[src/source/sccb_pkg.sv]
package sccb_pkg;

	// sequencer states
	typedef enum logic [2:0] {
		idle,
		start_cond,   // SIO_D falls at mid-high
		phase,        // nine bits of one byte
		stop_cond,    // SIO_D rises at mid-high
		restart_gap   // one spare bit between the two read passes
	} sccb_state_e;

	// which byte a phase carries
	typedef enum logic [1:0] {
		ph_id,        // device ID, bit 0 is the read flag
		ph_reg,       // register address
		ph_wdata,     // write data
		ph_rdata      // read data, driven by the slave
	} sccb_phase_e;

	// 8 data bits plus the don't-care / NA bit
	localparam int SCCB_PHASE_BITS = 9;

	// system clocks per quarter of a SIO_C period
	localparam int SCCB_CLK_DIV_DEF = 4;

endpackage

[src/source/sccb_phase_if.sv]
`timescale 1ns/1ps

// byte level link between sequencer and shifter
interface sccb_phase_if (
	input logic sda_i  // resolved SIO_D from the pad
);
	import sccb_pkg::*;

	logic        load;        // start of a phase
	logic [7:0]  tx_byte;
	sccb_phase_e phase_kind;
	logic        shift;       // mid-low strobe
	logic        sample;      // mid-high strobe

	logic        sda_bit;     // bit currently on SIO_D
	logic        last_bit;    // high during the ninth bit
	logic        ack_bad;
	logic [7:0]  rx_byte;

	modport sequencer (
		output load, tx_byte, phase_kind, shift, sample,
		input  sda_bit, last_bit, ack_bad, rx_byte
	);

	modport shifter (
		input  load, tx_byte, phase_kind, shift, sample, sda_i,
		output sda_bit, last_bit, ack_bad, rx_byte
	);

endinterface

[src/source/sccb_bit_timer.sv]
`timescale 1ns/1ps

// SIO_C generator
// one bit is four quarters of CLK_DIV clocks each: low, low, high, high
module sccb_bit_timer #(
	parameter int CLK_DIV = 4
) (
	input  logic clk,
	input  logic rst_n,
	input  logic run_i,
	output logic sioc_o,
	output logic mid_low_o,
	output logic mid_high_o
);

	localparam int CW = $clog2(CLK_DIV);
	localparam logic [CW-1:0] CNT_LAST = CW'(CLK_DIV - 1);

	logic [CW-1:0] cnt;
	logic [1:0]    quarter;
	logic [1:0]    quarter_nxt;
	logic          q_end;

	assign q_end = (cnt == CNT_LAST);
	assign quarter_nxt = q_end ? quarter + 2'd1 : quarter;

	always_ff @(posedge clk or negedge rst_n) begin
		if (!rst_n) begin
			cnt        <= '0;
			quarter    <= 2'd0;
			sioc_o     <= 1'b1;
			mid_low_o  <= 1'b0;
			mid_high_o <= 1'b0;
		end else if (!run_i) begin
			// stopped, so the next bit starts at quarter 0
			cnt        <= '0;
			quarter    <= 2'd0;
			sioc_o     <= 1'b1;
			mid_low_o  <= 1'b0;
			mid_high_o <= 1'b0;
		end else begin
			cnt        <= q_end ? '0 : cnt + CW'(1);
			quarter    <= quarter_nxt;
			sioc_o     <= quarter_nxt[1];                  // high in quarters 3 and 4
			mid_low_o  <= q_end && (quarter == 2'd0);     // middle of the low half
			mid_high_o <= q_end && (quarter == 2'd2);     // middle of the high half
		end
	end

endmodule

[src/source/sccb_shifter.sv]
`timescale 1ns/1ps

// byte shifter for one nine bit phase
module sccb_shifter (
	input logic           clk,
	input logic           rst_n,
	sccb_phase_if.shifter bus
);
	import sccb_pkg::*;

	localparam logic [3:0] LAST_IDX = 4'(SCCB_PHASE_BITS - 1);

	logic [7:0] sh;        // outgoing byte, MSB first
	logic [3:0] bit_cnt;   // bits already presented in this phase
	logic       rx_phase;

	assign rx_phase = (bus.phase_kind == ph_rdata);

	// ones fill in from the right
	// so the ninth bit comes out as 1 (release or NA)
	always_ff @(posedge clk) begin
		if (bus.load) begin
			sh <= bus.tx_byte;
		end else if (bus.shift) begin
			sh <= {sh[6:0], 1'b1};
		end
	end

	always_ff @(posedge clk or negedge rst_n) begin
		if (!rst_n) begin
			bit_cnt      <= 4'd0;
			bus.sda_bit  <= 1'b1;
			bus.last_bit <= 1'b0;
			bus.ack_bad  <= 1'b0;
		end else begin
			// load leaves sda_bit alone until the first shift
			// SIO_C may still be high at that point
			if (bus.load) begin
				bit_cnt <= 4'd0;
			end else if (bus.shift) begin
				bit_cnt      <= bit_cnt + 4'd1;
				bus.sda_bit  <= sh[7];
				bus.last_bit <= (bit_cnt == LAST_IDX);
			end

			// ack slot of a transmitted byte
			if (bus.sample && bus.last_bit && !rx_phase) begin
				bus.ack_bad <= bus.sda_i;   // high means no ack
			end
		end
	end

	// read capture on the eight data bits only
	always_ff @(posedge clk) begin
		if (bus.sample && !bus.last_bit && rx_phase) begin
			bus.rx_byte <= {bus.rx_byte[6:0], bus.sda_i};
		end
	end

endmodule

[src/source/sccb_sequencer.sv]
`timescale 1ns/1ps

// transfer control: start/stop conditions, phase order, done and ack error
// write: S ID REG DATA P
// read:  S ID REG P (gap) S ID|1 DATA(NA) P
module sccb_sequencer (
	input  logic             clk,
	input  logic             rst_n,
	input  logic             start_i,
	input  logic             rw_i,
	input  logic [7:0]       id_i,
	input  logic [7:0]       reg_i,
	input  logic [7:0]       wdata_i,
	input  logic             siod_i,
	input  logic             mid_low_i,
	input  logic             mid_high_i,
	output logic             run_o,
	output logic             siod_o,
	output logic             siod_oe_o,
	output logic             busy_o,
	output logic             done_o,
	output logic             ack_error_o,
	output logic [7:0]       rdata_o,
	sccb_phase_if.sequencer  bus
);
	import sccb_pkg::*;

	sccb_state_e state;
	sccb_phase_e cur_ph;
	sccb_phase_e nxt_ph;
	logic        nxt_stop;     // current phase is the last before a stop

	logic        accept;
	logic        rw_q;
	logic [7:0]  id_q;
	logic [7:0]  reg_q;
	logic [7:0]  wdata_q;
	logic        pass2;        // second half of a read

	logic        cond_lvl;     // SIO_D level outside of data bits
	logic        use_bit;      // SIO_D follows the shifter
	logic        rx_now;       // bit on the bus belongs to ph_rdata
	logic        load_q;
	logic        ack_chk;
	logic        bit9_done;

	assign accept    = start_i && (state == idle);
	assign run_o     = (state != idle);
	assign bit9_done = bus.sample && bus.last_bit;

	assign bus.load       = load_q;
	assign bus.phase_kind = cur_ph;
	assign bus.shift      = mid_low_i && (state == phase);
	assign bus.sample     = mid_high_i && (state == phase);

	// master lets go for the ack slot and for the read data bits
	assign siod_o    = use_bit ? bus.sda_bit : cond_lvl;
	assign siod_oe_o = use_bit ? (rx_now ? bus.last_bit : !bus.last_bit) : 1'b1;

	// phase that follows the current one
	always_comb begin
		nxt_ph   = cur_ph;
		nxt_stop = 1'b0;
		case (cur_ph)
			ph_id: begin
				nxt_ph = pass2 ? ph_rdata : ph_reg;
			end
			ph_reg: begin
				if (rw_q) begin
					nxt_stop = 1'b1;   // read restarts after the address
				end else begin
					nxt_ph = ph_wdata;
				end
			end
			default: begin
				nxt_stop = 1'b1;
			end
		endcase
	end

	always_comb begin
		case (cur_ph)
			ph_id:    bus.tx_byte = {id_q[7:1], pass2};
			ph_reg:   bus.tx_byte = reg_q;
			ph_wdata: bus.tx_byte = wdata_q;
			default:  bus.tx_byte = 8'hff;
		endcase
	end

	// request capture
	always_ff @(posedge clk) begin
		if (accept) begin
			id_q    <= id_i;
			reg_q   <= reg_i;
			wdata_q <= wdata_i;
		end
	end

	always_ff @(posedge clk or negedge rst_n) begin
		if (!rst_n) begin
			state       <= idle;
			cur_ph      <= ph_id;
			rw_q        <= 1'b0;
			pass2       <= 1'b0;
			cond_lvl    <= 1'b1;
			use_bit     <= 1'b0;
			rx_now      <= 1'b0;
			load_q      <= 1'b0;
			ack_chk     <= 1'b0;
			busy_o      <= 1'b0;
			done_o      <= 1'b0;
			ack_error_o <= 1'b0;
			rdata_o     <= 8'h00;
		end else begin
			load_q  <= 1'b0;
			done_o  <= 1'b0;
			ack_chk <= bit9_done && (cur_ph != ph_rdata);   // ack_bad valid next cycle

			if (ack_chk && bus.ack_bad) begin
				ack_error_o <= 1'b1;
			end

			if (bus.shift) begin
				use_bit <= 1'b1;
				rx_now  <= (cur_ph == ph_rdata);
			end

			case (state)
				idle: begin
					if (accept) begin
						state       <= start_cond;
						rw_q        <= rw_i;
						pass2       <= 1'b0;
						cond_lvl    <= 1'b1;
						busy_o      <= 1'b1;
						ack_error_o <= 1'b0;
					end
				end
				start_cond: begin
					if (mid_high_i) begin
						cond_lvl <= 1'b0;   // SIO_D falls with SIO_C high
						state    <= phase;
						cur_ph   <= ph_id;
						load_q   <= 1'b1;
						if (!siod_i) begin
							ack_error_o <= 1'b1;   // slave never released the line
						end
					end
				end
				phase: begin
					if (bit9_done) begin
						if (nxt_stop) begin
							state <= stop_cond;
						end else begin
							cur_ph <= nxt_ph;
							load_q <= 1'b1;
						end
					end
				end
				stop_cond: begin
					if (mid_low_i) begin
						use_bit  <= 1'b0;
						cond_lvl <= 1'b0;   // pull low while SIO_C is low
					end else if (mid_high_i) begin
						cond_lvl <= 1'b1;   // rising SIO_D is the stop
						if (rw_q && !pass2) begin
							state <= restart_gap;
							pass2 <= 1'b1;
						end else begin
							state  <= idle;
							busy_o <= 1'b0;
							done_o <= 1'b1;
							if (rw_q) begin
								rdata_o <= bus.rx_byte;
							end
						end
					end
				end
				restart_gap: begin
					if (mid_high_i) begin
						state <= start_cond;
					end
				end
				default: begin
					state <= idle;
				end
			endcase
		end
	end

endmodule

[src/source/sccb_master.sv]
`timescale 1ns/1ps

// SCCB master, SIO_D split into in / out / output enable
module sccb_master #(
	parameter int CLK_DIV = sccb_pkg::SCCB_CLK_DIV_DEF
) (
	input  logic       clk,
	input  logic       rst_n,
	input  logic       start_i,
	input  logic       rw_i,        // 1 = read
	input  logic [7:0] id_i,
	input  logic [7:0] reg_i,
	input  logic [7:0] wdata_i,
	input  logic       siod_i,
	output logic       sioc_o,
	output logic       siod_o,
	output logic       siod_oe_o,
	output logic       busy_o,
	output logic       done_o,
	output logic       ack_error_o,
	output logic [7:0] rdata_o
);

	logic run;
	logic mid_low;
	logic mid_high;

	sccb_phase_if phase_bus (
		.sda_i (siod_i)
	);

	sccb_bit_timer #(
		.CLK_DIV (CLK_DIV)
	) u_timer (
		.clk        (clk),
		.rst_n      (rst_n),
		.run_i      (run),
		.sioc_o     (sioc_o),
		.mid_low_o  (mid_low),
		.mid_high_o (mid_high)
	);

	sccb_sequencer u_seq (
		.clk         (clk),
		.rst_n       (rst_n),
		.start_i     (start_i),
		.rw_i        (rw_i),
		.id_i        (id_i),
		.reg_i       (reg_i),
		.wdata_i     (wdata_i),
		.siod_i      (siod_i),
		.mid_low_i   (mid_low),
		.mid_high_i  (mid_high),
		.run_o       (run),
		.siod_o      (siod_o),
		.siod_oe_o   (siod_oe_o),
		.busy_o      (busy_o),
		.done_o      (done_o),
		.ack_error_o (ack_error_o),
		.rdata_o     (rdata_o),
		.bus         (phase_bus.sequencer)
	);

	sccb_shifter u_shift (
		.clk   (clk),
		.rst_n (rst_n),
		.bus   (phase_bus.shifter)
	);

endmodule

[config.mk]
export PLATFORM = sky130hd
export DESIGN_NAME = sccb_master
export DESIGN_NICKNAME = d
export VERILOG_FILES = /design/src/source/sccb_pkg.sv /design/src/source/sccb_phase_if.sv /design/src/source/sccb_bit_timer.sv /design/src/source/sccb_shifter.sv /design/src/source/sccb_sequencer.sv /design/src/source/sccb_master.sv
export SDC_FILE = /design/constraint.sdc
export NUM_CORES = 1
export LEC_CHECK = 0
export BUFFER_PORTS_ARGS = -buffer_cell sky130_fd_sc_hd__buf_4
export CAP_MARGIN = 20
export CORE_UTILIZATION = 53
export CTS_BUF_LIST = sky130_fd_sc_hd__clkbuf_8
export DETAILED_ROUTE_END_ITERATION = 8
export GPL_TIMING_DRIVEN = 0
export PLACE_DENSITY = 0.77
export SYNTH_ARGS = -nofsm -noshare
export SYNTH_HDL_FRONTEND = slang
export SYNTH_SLANG_ARGS = --single-unit
[constraint.sdc]
create_clock -name clk -period 1.8 [get_ports clk]
set_input_delay 0.27 -clock clk [delete_from_list [all_inputs] [get_ports clk]]
set_output_delay 0.27 -clock clk [all_outputs]
set_load 0.01 [all_outputs]
==> metrics.txt, run 1 <==
# TYPE chip_impl_metric gauge
chip_impl_metric{name="clock_latency",unit="ns"} 0.35
chip_impl_info{name="rsz0062_at_grt",value="false"} 1
chip_impl_metric{name="fillers",unit=""} 405
chip_impl_metric{name="grt_pass1_vias",unit=""} 1837
chip_impl_info{name="timing_worst_setup_path_type",value="flip-flop to flip-flop"} 1
chip_impl_metric{name="drv.max_cap_violation_count",unit=""} 0
chip_impl_metric{name="timing.final.setup_violations",unit=""} 0
chip_impl_metric{name="fmax",unit="GHz"} 0.586
chip_impl_info{name="end_kind",value="flip-flop"} 1
chip_impl_info{name="tightest_hold_check_type",value="input pin to flip-flop"} 1
chip_impl_metric{name="timing.critical_path.arrival",unit="ns"} 1.75
chip_impl_metric{name="min_period_over_period",unit="%"} 94.8
chip_impl_metric{name="vias",unit=""} 1879
chip_impl_metric{name="synth_fp_nets",unit=""} 256
chip_impl_metric{name="total_power",unit="mW"} 3.20
chip_impl_metric{name="postSynthRegisterBits",unit=""} 76
chip_impl_metric{name="routed_wire_length_per_instance",unit="microns"} 14.7
chip_impl_metric{name="grt_start_max_net_pins",unit=""} 38
chip_impl_metric{name="ant_nets",unit=""} 0
chip_impl_metric{name="placedInstanceArea",unit="sq mm"} 0.00352
chip_impl_metric{name="final_util",unit="%"} 67.3
chip_impl_metric{name="post_layout_net_count",unit=""} 309
chip_impl_info{name="cts-root-buf",value="sky130_fd_sc_hd__clkbuf_8"} 1
chip_impl_info{name="run_status",value="complete, no violations"} 1
chip_impl_metric{name="clock_pin_slew_of_the_registers_on_the_worst_case_setup_and_hold_paths",unit="ns"} 0.08
chip_impl_metric{name="cts_setup_buffers",unit=""} 0
chip_impl_metric{name="fin_ws",unit="ns"} 0.0939
chip_impl_metric{name="drt_pass1_iterations",unit=""} 4
chip_impl_metric{name="postRouteWirelength",unit="mm"} 5.17
chip_impl_metric{name="fin_worst_skew",unit="ns"} 0.0102
chip_impl_metric{name="initial_core_util",unit="%"} 56.0
chip_impl_metric{name="place.detailed.instances",unit=""} 335
chip_impl_metric{name="numClockSinks",unit=""} 76
chip_impl_metric{name="p_leak",unit="nW"} 1.64
chip_impl_metric{name="cp_max_fo",unit=""} 26
chip_impl_metric{name="yosys.cell_types.count",unit=""} 43
chip_impl_metric{name="synth-edff-count",unit=""} 39
chip_impl_info{name="slowest_stage",value="sky130_fd_sc_hd__or4b_4"} 1
chip_impl_metric{name="global_route.usage.total",unit="%"} 19.4
chip_impl_info{name="layout.cells.most_common",value="sky130_fd_sc_hd__buf_4"} 1
chip_impl_metric{name="timing.max_slew.rel_slack",unit="%"} 67.1
chip_impl_metric{name="synthCells",unit=""} 222
chip_impl_metric{name="cell_area_after_layout",unit="sq mm"} 0.00375
chip_impl_metric{name="multi_input_area",unit="sq um"} 925
chip_impl_metric{name="max_slew.worst_pin.slew",unit="ns"} 0.494
chip_impl_metric{name="max-clock-path-buffers",unit=""} 2
chip_impl_metric{name="yosysWarningCount",unit=""} 0
chip_impl_metric{name="antenna-diode-count",unit=""} 0
chip_impl_metric{name="die_width",unit="microns"} 78.7
chip_impl_metric{name="cts_htree_levels",unit=""} 3
chip_impl_metric{name="place_congestion",unit=""} 0.747
chip_impl_metric{name="hpwlAfterDp",unit="mm"} 3.44
chip_impl_info{name="synth_largest_area_cell",value="sky130_fd_sc_hd__edfxtp_1"} 1
chip_impl_metric{name="total_die_area",unit="sq mm"} 0.00620
chip_impl_info{name="flip_flop_cell_with_the_highest_count_after_synthesis",value="sky130_fd_sc_hd__edfxtp_1"} 1
chip_impl_metric{name="ios",unit=""} 43
chip_impl_metric{name="syn2layout_area_growth",unit="%"} 20.1
chip_impl_metric{name="global_route_wire_length_before_repair",unit="mm"} 8.67
chip_impl_metric{name="globalRoute.totalOverflow",unit=""} 0
chip_impl_info{name="crit_path_cell_trace",value="buf_2, or4b_4, inv_6"} 1
chip_impl_metric{name="finalCriticalPeriod",unit="ns"} 1.71
chip_impl_metric{name="power.density",unit="mW/mm^2"} 854
chip_impl_metric{name="peakVddDrop",unit="mV"} 0.505
chip_impl_metric{name="synth_seq_area_share",unit="%"} 67.3
chip_impl_metric{name="detail_route.vias_per_cell",unit=""} 5.34
chip_impl_info{name="layout_common_cells",value="sky130_fd_sc_hd__buf_4 (42), sky130_fd_sc_hd__edfxtp_1 (39), sky130_fd_sc_hd__dfrtp_1 (34)"} 1
chip_impl_info{name="tritoncts",value="yes"} 1
chip_impl_metric{name="floorplan.die.height",unit="microns"} 78.7
chip_impl_metric{name="async_flop_share",unit="%"} 48.7
chip_impl_metric{name="floorplan.core_area",unit="sq mm"} 0.00557
chip_impl_metric{name="fraction_of_final_layout_cells_sized_beyond_drive_strength_1",unit="%"} 28.9
chip_impl_metric{name="antenna_found_initial",unit=""} 0
chip_impl_info{name="startpoint_type",value="flip-flop"} 1
chip_impl_metric{name="post-synth-top-area-fraction",unit="%"} 37.5
chip_impl_metric{name="cts_inserted_buffers",unit=""} 9
chip_impl_metric{name="final_cells",unit=""} 352
chip_impl_metric{name="cp_data_required_time",unit="ns"} 1.84
chip_impl_metric{name="report.final.hold_viol_count",unit=""} 0
chip_impl_info{name="synth.area.top_cells",value="sky130_fd_sc_hd__edfxtp_1 (38%), sky130_fd_sc_hd__dfrtp_1 (27%), sky130_fd_sc_hd__mux2_4 (3.8%), sky130_fd_sc_hd__dfstp_2 (2.5%), sky130_fd_sc_hd__mux2_1 (2.5%)"} 1
chip_impl_metric{name="rows",unit=""} 27
chip_impl_metric{name="final-seq-area",unit="sq mm"} 0.00210
chip_impl_metric{name="mappedNetlistArea",unit="sq mm"} 0.00312
chip_impl_metric{name="drv_slew",unit=""} 0
chip_impl_metric{name="drc_errors",unit=""} 0
chip_impl_metric{name="port_buffers",unit=""} 41
chip_impl_metric{name="detailedRoute.firstIterationViolations",unit=""} 97
chip_impl_metric{name="max_stage_delay",unit="ns"} 0.59
chip_impl_metric{name="worst_setup_slack_before_clock_tree_synthesis",unit="ns"} -0.142
chip_impl_metric{name="synthesis.area_per_instance",unit="sq um"} 14.1
-- cells in the mapped netlist, types with 5 or more instances --
cell                        n
sky130_fd_sc_hd__a21oi_1    6
sky130_fd_sc_hd__clkbuf_1   5
sky130_fd_sc_hd__dfrtp_1   34
sky130_fd_sc_hd__edfxtp_1  39
sky130_fd_sc_hd__ha_1       5
sky130_fd_sc_hd__inv_1     14
sky130_fd_sc_hd__mux2_1     7
sky130_fd_sc_hd__mux2_4     8
sky130_fd_sc_hd__nand2_1   16
sky130_fd_sc_hd__nor2_1     8
sky130_fd_sc_hd__o21ai_1   13
sky130_fd_sc_hd__o221ai_1   7
-- path summary, 6_finish.rpt --
path	end	startpoint	slack (ns)	depth (start not counted)
hold / removal	u_seq.reg_q[3]	reg_i[3]	0.09	1
setup / recovery	u_seq.wdata_q[1]	u_seq.state[0]	0.09	3
hold reg to reg	u_timer.cnt[0]	u_timer.cnt[0]	0.44	1
setup reg to reg	u_seq.wdata_q[1]	u_seq.state[0]	0.09	3
max in group asynchronous	u_timer.sioc_o	rst_n	1.02	2
min in group asynchronous	u_seq.rdata_o[5]	rst_n	0.42	2
-- through the flow --
| step | hold slack (ns) | setup TNS (ns) |
|---|---|---|
| after floorplan | -0.0256 | 0 |
| after global placement | 0.258 | -2.51 |
| after detailed placement | 0.261 | -3.50 |
| after CTS | 0.0815 | 0 |
| after global routing | 0.0690 | 0 |
| final | 0.0907 | 0 |
-- final cells by class --
cell class	instances	share of cell area, %
well taps	72	2.40
repair buffers	42	8.48
inverters	16	1.74
plain buffers	10	1.23
flip-flops and latches	76	56.0
multi-input cells	120	24.7
clock buffers	11	4.04
clock inverters	5	1.40
-- kinds of logic after synthesis --
logic type / count (synthesis) / synth area share, %
AND/OR/NAND/NOR: 54 / 10.3
AO/OA/AOI/OAI: 37 / 7.62
buffers and inverters: 26 / 3.41
XOR/XNOR: 3 / 0.842
flip-flops: 76 / 67.3
multiplexers: 21 / 8.46
adder cells (fa/ha/maj): 5 / 2.00
-- critical path: cells and delay by family (launching register included) --
family | cells | cell delay, ns
AND/OR/NAND/NOR | 1 | 0.59
flip-flops | 1 | 0.40
buffers and inverters | 2 | 0.41
-- power by group --
group | switching, mW | total, mW | internal [mW]
Combinational | 0.0273 | 0.0710 | 0.0437
Clock | 0.592 | 1.30 | 0.708
Sequential | 0.00431 | 1.83 | 1.83
-- state kept, by name (all words and copies together), names as in the netlist, 3 cells and up --
register / cells
u_seq.wdata_q: 8
u_seq.rdata_o: 8
u_seq.id_q: 7
u_seq.reg_q: 8
u_shift.sh: 8
u_seq.state: 3
u_shift.bit_cnt: 4
u_shift.bus.rx_byte: 8
-- timing repair --
| item | 4_1_cts | 5_1_grt |
|---|---|---|
| resized for setup | 2 | 1 |
| endpoints found under the setup margin | 34 | 23 |
| hold buffers | 1 | 0 |
| gates cloned | 0 | 0 |
| hold endpoints to repair | 34 | 0 |
| pin swaps | 0 | 0 |
-- routing by layer --
metal  up-vias  track usage, %  share of wire, %
met1       913            26.5                47
met5         -               0                 0
met2        42            27.9                48
met4         0            9.81               1.9
met3         9            6.32               3.4
li1        915               -                 -
Note: power is estimated with default switching activity, not from simulation.
==> run 2, diff against run 1 <==
--- a/config.mk
+++ b/config.mk
@@ -5,6 +5,7 @@
 export SDC_FILE = /design/constraint.sdc
 export NUM_CORES = 1
 export LEC_CHECK = 0
+export ABC_AREA = 1
 export BUFFER_PORTS_ARGS = -buffer_cell sky130_fd_sc_hd__buf_4
 export CAP_MARGIN = 20
 export CORE_UTILIZATION = 53
==> run 2 against run 1 <==
  * Non-clock buffer count is 7 lower
  * Sequential power barely moved
  * Synthesized cell count rose by 28%
  * Total power rose by 1.0%
  * First-iteration DRC count up 79%
==> metrics.txt, run 2 <==
# TYPE chip_impl_metric gauge
chip_impl_info{name="run_status",value="complete, no violations"} 1
chip_impl_metric{name="hpwlAfterDp",unit="mm"} 3.66
chip_impl_metric{name="numClockSinks",unit=""} 76
chip_impl_metric{name="synth-edff-count",unit=""} 39
chip_impl_metric{name="hold_ws",unit="ns"} 0.0886
chip_impl_metric{name="drc_errors",unit=""} 0
chip_impl_metric{name="place.detailed.instances",unit=""} 398
chip_impl_metric{name="floorplan.die.height",unit="microns"} 79.5
chip_impl_metric{name="globalRoute.totalOverflow",unit=""} 0
chip_impl_metric{name="timing.final.setup_violations",unit=""} 0
chip_impl_metric{name="clock_latency",unit="ns"} 0.35
chip_impl_metric{name="rows",unit=""} 27
chip_impl_metric{name="async_flop_share",unit="%"} 48.7
chip_impl_metric{name="yosysWarningCount",unit=""} 0
chip_impl_metric{name="global_route.usage.total",unit="%"} 20.0
chip_impl_metric{name="final_cells",unit=""} 417
chip_impl_info{name="tritoncts",value="yes"} 1
chip_impl_metric{name="global_route_wire_length_before_repair",unit="mm"} 9.31
chip_impl_metric{name="cts_inserted_buffers",unit=""} 9
chip_impl_metric{name="total_die_area",unit="sq mm"} 0.00632
chip_impl_info{name="cts-root-buf",value="sky130_fd_sc_hd__clkbuf_8"} 1
chip_impl_metric{name="total_power",unit="mW"} 3.23
chip_impl_metric{name="cp_data_required_time",unit="ns"} 1.79
chip_impl_metric{name="synthesis.area_per_instance",unit="sq um"} 11.2
chip_impl_metric{name="synth_seq_area_share",unit="%"} 66.0
chip_impl_metric{name="yosys.cell_types.count",unit=""} 35
chip_impl_metric{name="vias",unit=""} 2164
chip_impl_info{name="end_kind",value="flip-flop"} 1
chip_impl_metric{name="drv.max_cap_violation_count",unit=""} 0
chip_impl_metric{name="floorplan.core_area",unit="sq mm"} 0.00564
chip_impl_metric{name="postRouteWirelength",unit="mm"} 5.53
chip_impl_info{name="synth_largest_area_cell",value="sky130_fd_sc_hd__edfxtp_1"} 1
chip_impl_info{name="hp-start",value="reg_i[4]"} 1
chip_impl_metric{name="grt_start_max_net_pins",unit=""} 38
chip_impl_metric{name="die_width",unit="microns"} 79.5
chip_impl_metric{name="timing.critical_path.arrival",unit="ns"} 1.63
chip_impl_metric{name="antenna-diode-count",unit=""} 0
chip_impl_metric{name="place_congestion",unit=""} 0.830
chip_impl_metric{name="detail_route.vias_per_cell",unit=""} 5.19
chip_impl_metric{name="fmax",unit="GHz"} 0.610
chip_impl_metric{name="finalCriticalPeriod",unit="ns"} 1.64
chip_impl_metric{name="cts_htree_levels",unit=""} 3
chip_impl_metric{name="drt_pass1_iterations",unit=""} 4
chip_impl_metric{name="r2r_setup_slack",unit="ns"} 0.16
chip_impl_metric{name="routed_wire_length_per_instance",unit="microns"} 13.3
chip_impl_metric{name="ios",unit=""} 43
chip_impl_info{name="synth.area.top_cells",value="sky130_fd_sc_hd__edfxtp_1 (37%), sky130_fd_sc_hd__dfrtp_1 (27%), sky130_fd_sc_hd__nand2_1 (6.8%), sky130_fd_sc_hd__inv_1 (2.8%), sky130_fd_sc_hd__o21ai_2 (2.8%)"} 1
chip_impl_info{name="rsz0062_at_grt",value="false"} 1
chip_impl_info{name="crit-reg2reg-launch",value="u_seq.state[0]"} 1
chip_impl_metric{name="ant_nets",unit=""} 0
chip_impl_metric{name="grt_pass1_vias",unit=""} 2081
chip_impl_info{name="timing_worst_setup_path_type",value="flip-flop to flip-flop"} 1
chip_impl_metric{name="post_layout_net_count",unit=""} 374
chip_impl_metric{name="timing.max_slew.rel_slack",unit="%"} 58.3
chip_impl_metric{name="synth_fp_nets",unit=""} 319
chip_impl_info{name="startpoint_type",value="flip-flop"} 1
chip_impl_metric{name="fraction_of_final_layout_cells_sized_beyond_drive_strength_1",unit="%"} 28.7
chip_impl_metric{name="fin_worst_skew",unit="ns"} 0.00879
chip_impl_metric{name="report.final.hold_viol_count",unit=""} 0
chip_impl_metric{name="power.density",unit="mW/mm^2"} 842
chip_impl_metric{name="cp_max_fo",unit=""} 8
chip_impl_metric{name="port_buffers",unit=""} 41
chip_impl_info{name="post_synth_most_frequent_cells",value="sky130_fd_sc_hd__nand2_1 (58), sky130_fd_sc_hd__edfxtp_1 (39), sky130_fd_sc_hd__dfrtp_1 (34), sky130_fd_sc_hd__inv_1 (24), sky130_fd_sc_hd__nor2_1 (23)"} 1
chip_impl_metric{name="drv_slew",unit=""} 0
chip_impl_info{name="layout_common_cells",value="sky130_fd_sc_hd__nand2_1 (58), sky130_fd_sc_hd__buf_4 (41), sky130_fd_sc_hd__edfxtp_1 (39)"} 1
chip_impl_info{name="startpoint",value="u_seq.state[0]"} 1
chip_impl_metric{name="max_slew.worst_pin.slew",unit="ns"} 0.623
chip_impl_info{name="reg2reg_to",value="u_shift.bus.rx_byte[0]"} 1
chip_impl_metric{name="peakVddDrop",unit="mV"} 0.578
chip_impl_metric{name="mappedNetlistArea",unit="sq mm"} 0.00318
chip_impl_metric{name="syn2layout_area_growth",unit="%"} 20.8
chip_impl_metric{name="worst-r2r-cell-count",unit=""} 3
chip_impl_info{name="setup.worst_path.end",value="u_shift.bus.rx_byte[0]"} 1
chip_impl_metric{name="max-clock-path-buffers",unit=""} 2
chip_impl_info{name="layout.cells.most_common",value="sky130_fd_sc_hd__nand2_1"} 1
chip_impl_metric{name="antenna_found_initial",unit=""} 0
chip_impl_info{name="cell_with_the_most_instances_after_synthesis",value="sky130_fd_sc_hd__nand2_1"} 1
chip_impl_metric{name="p_leak",unit="nW"} 1.66
chip_impl_metric{name="synthCells",unit=""} 285
chip_impl_metric{name="clock_pin_slew_of_the_registers_on_the_worst_case_setup_and_hold_paths",unit="ns"} 0.09
chip_impl_metric{name="min_period_over_period",unit="%"} 91.0
chip_impl_metric{name="finalSetupTns",unit="ns"} 0
chip_impl_metric{name="postSynthRegisterBits",unit=""} 76
chip_impl_metric{name="final_util",unit="%"} 68.1
chip_impl_metric{name="detailedRoute.firstIterationViolations",unit=""} 174
chip_impl_info{name="flip_flop_cell_with_the_highest_count_after_synthesis",value="sky130_fd_sc_hd__edfxtp_1"} 1
chip_impl_metric{name="post-synth-top-area-fraction",unit="%"} 36.8
chip_impl_metric{name="initial_core_util",unit="%"} 56.4
chip_impl_info{name="tightest_hold_check_type",value="input pin to flip-flop"} 1
## run 2: layout make-up
| class | count | area, sq um |
|---|---|---|
| Clock buffer | 9 | 124 |
| Clock inverter | 7 | 82.6 |
| Inverter | 32 | 123 |
| Buffer | 2 | 15.0 |
| Sequential cell | 76 | 2100 |
| Timing Repair Buffer | 43 | 338 |
| Fill cell | 407 | 1800 |
| Tap cell | 72 | 90.1 |
| Multi-Input combinational cell | 176 | 971 |
## run 2: repair_timing
item / 4_1_cts / 5_1_grt
setup endpoints to repair: 32 / 1
hold buffers: 1 / 0
cloned: 1 / 0
endpoints found under the hold margin: 34 / 0
buffers inserted: 0 / 1
resized for setup: 2 / 0
pin swaps: 1 / 1
## run 2: cell families after synthesis
logic type / after synthesis / synth area share (%)
AOI/OAI and AO/OA: 51 / 9.83
adders and majority gates: 5 / 1.97
buffers and inverters: 34 / 4.32
DFF: 76 / 66.0
and+or+nand+nor: 119 / 17.9
## run 2: worst max-delay path, stage by stage, from the launching register on
cell                      delay (ns)
sky130_fd_sc_hd__dfrtp_1        0.50
sky130_fd_sc_hd__nor2_2         0.16
sky130_fd_sc_hd__nand2_1        0.17
sky130_fd_sc_hd__nor4_4         0.45
## run 2: power breakdown
| part | switching, mW | total (mW) | internal [mW] |
|---|---|---|---|
| registers | 0.00431 | 1.83 | 1.83 |
| logic | 0.0319 | 0.0744 | 0.0425 |
| clock network | 0.669 | 1.33 | 0.661 |
| total | 0.705 | 3.23 | 2.53 |
## run 2: layer usage
layer	share of wire, %	GRT usage [%]
met5	0	0
met4	2.2	11.1
met3	5.0	4.34
met2	47	31.1
met1	46	26.0
## run 2: per-stage QoR
| step | cell area, sq um | setup slack (ns) |
|---|---|---|
| floorplan | 3190 | 0.193 |
| global placement | 3590 | -0.0638 |
| detailed placement | 3590 | -0.105 |
| CTS | 3820 | 0.104 |
| global route | 3840 | 0.0468 |
| finish | 3840 | 0.162 |
## run 2: worst min path at each step
stage	endpoint	slack (ns)	cells after the start
global route	u_seq.id_q[2]	0.07	1
global placement	u_seq.rdata_o[2]	0.26	1
CTS	u_seq.reg_q[6]	0.08	1
floorplan	u_seq.ack_chk	-0.03	0
detailed placement	u_seq.rdata_o[3]	0.26	1
finish	u_seq.reg_q[4]	0.09	1
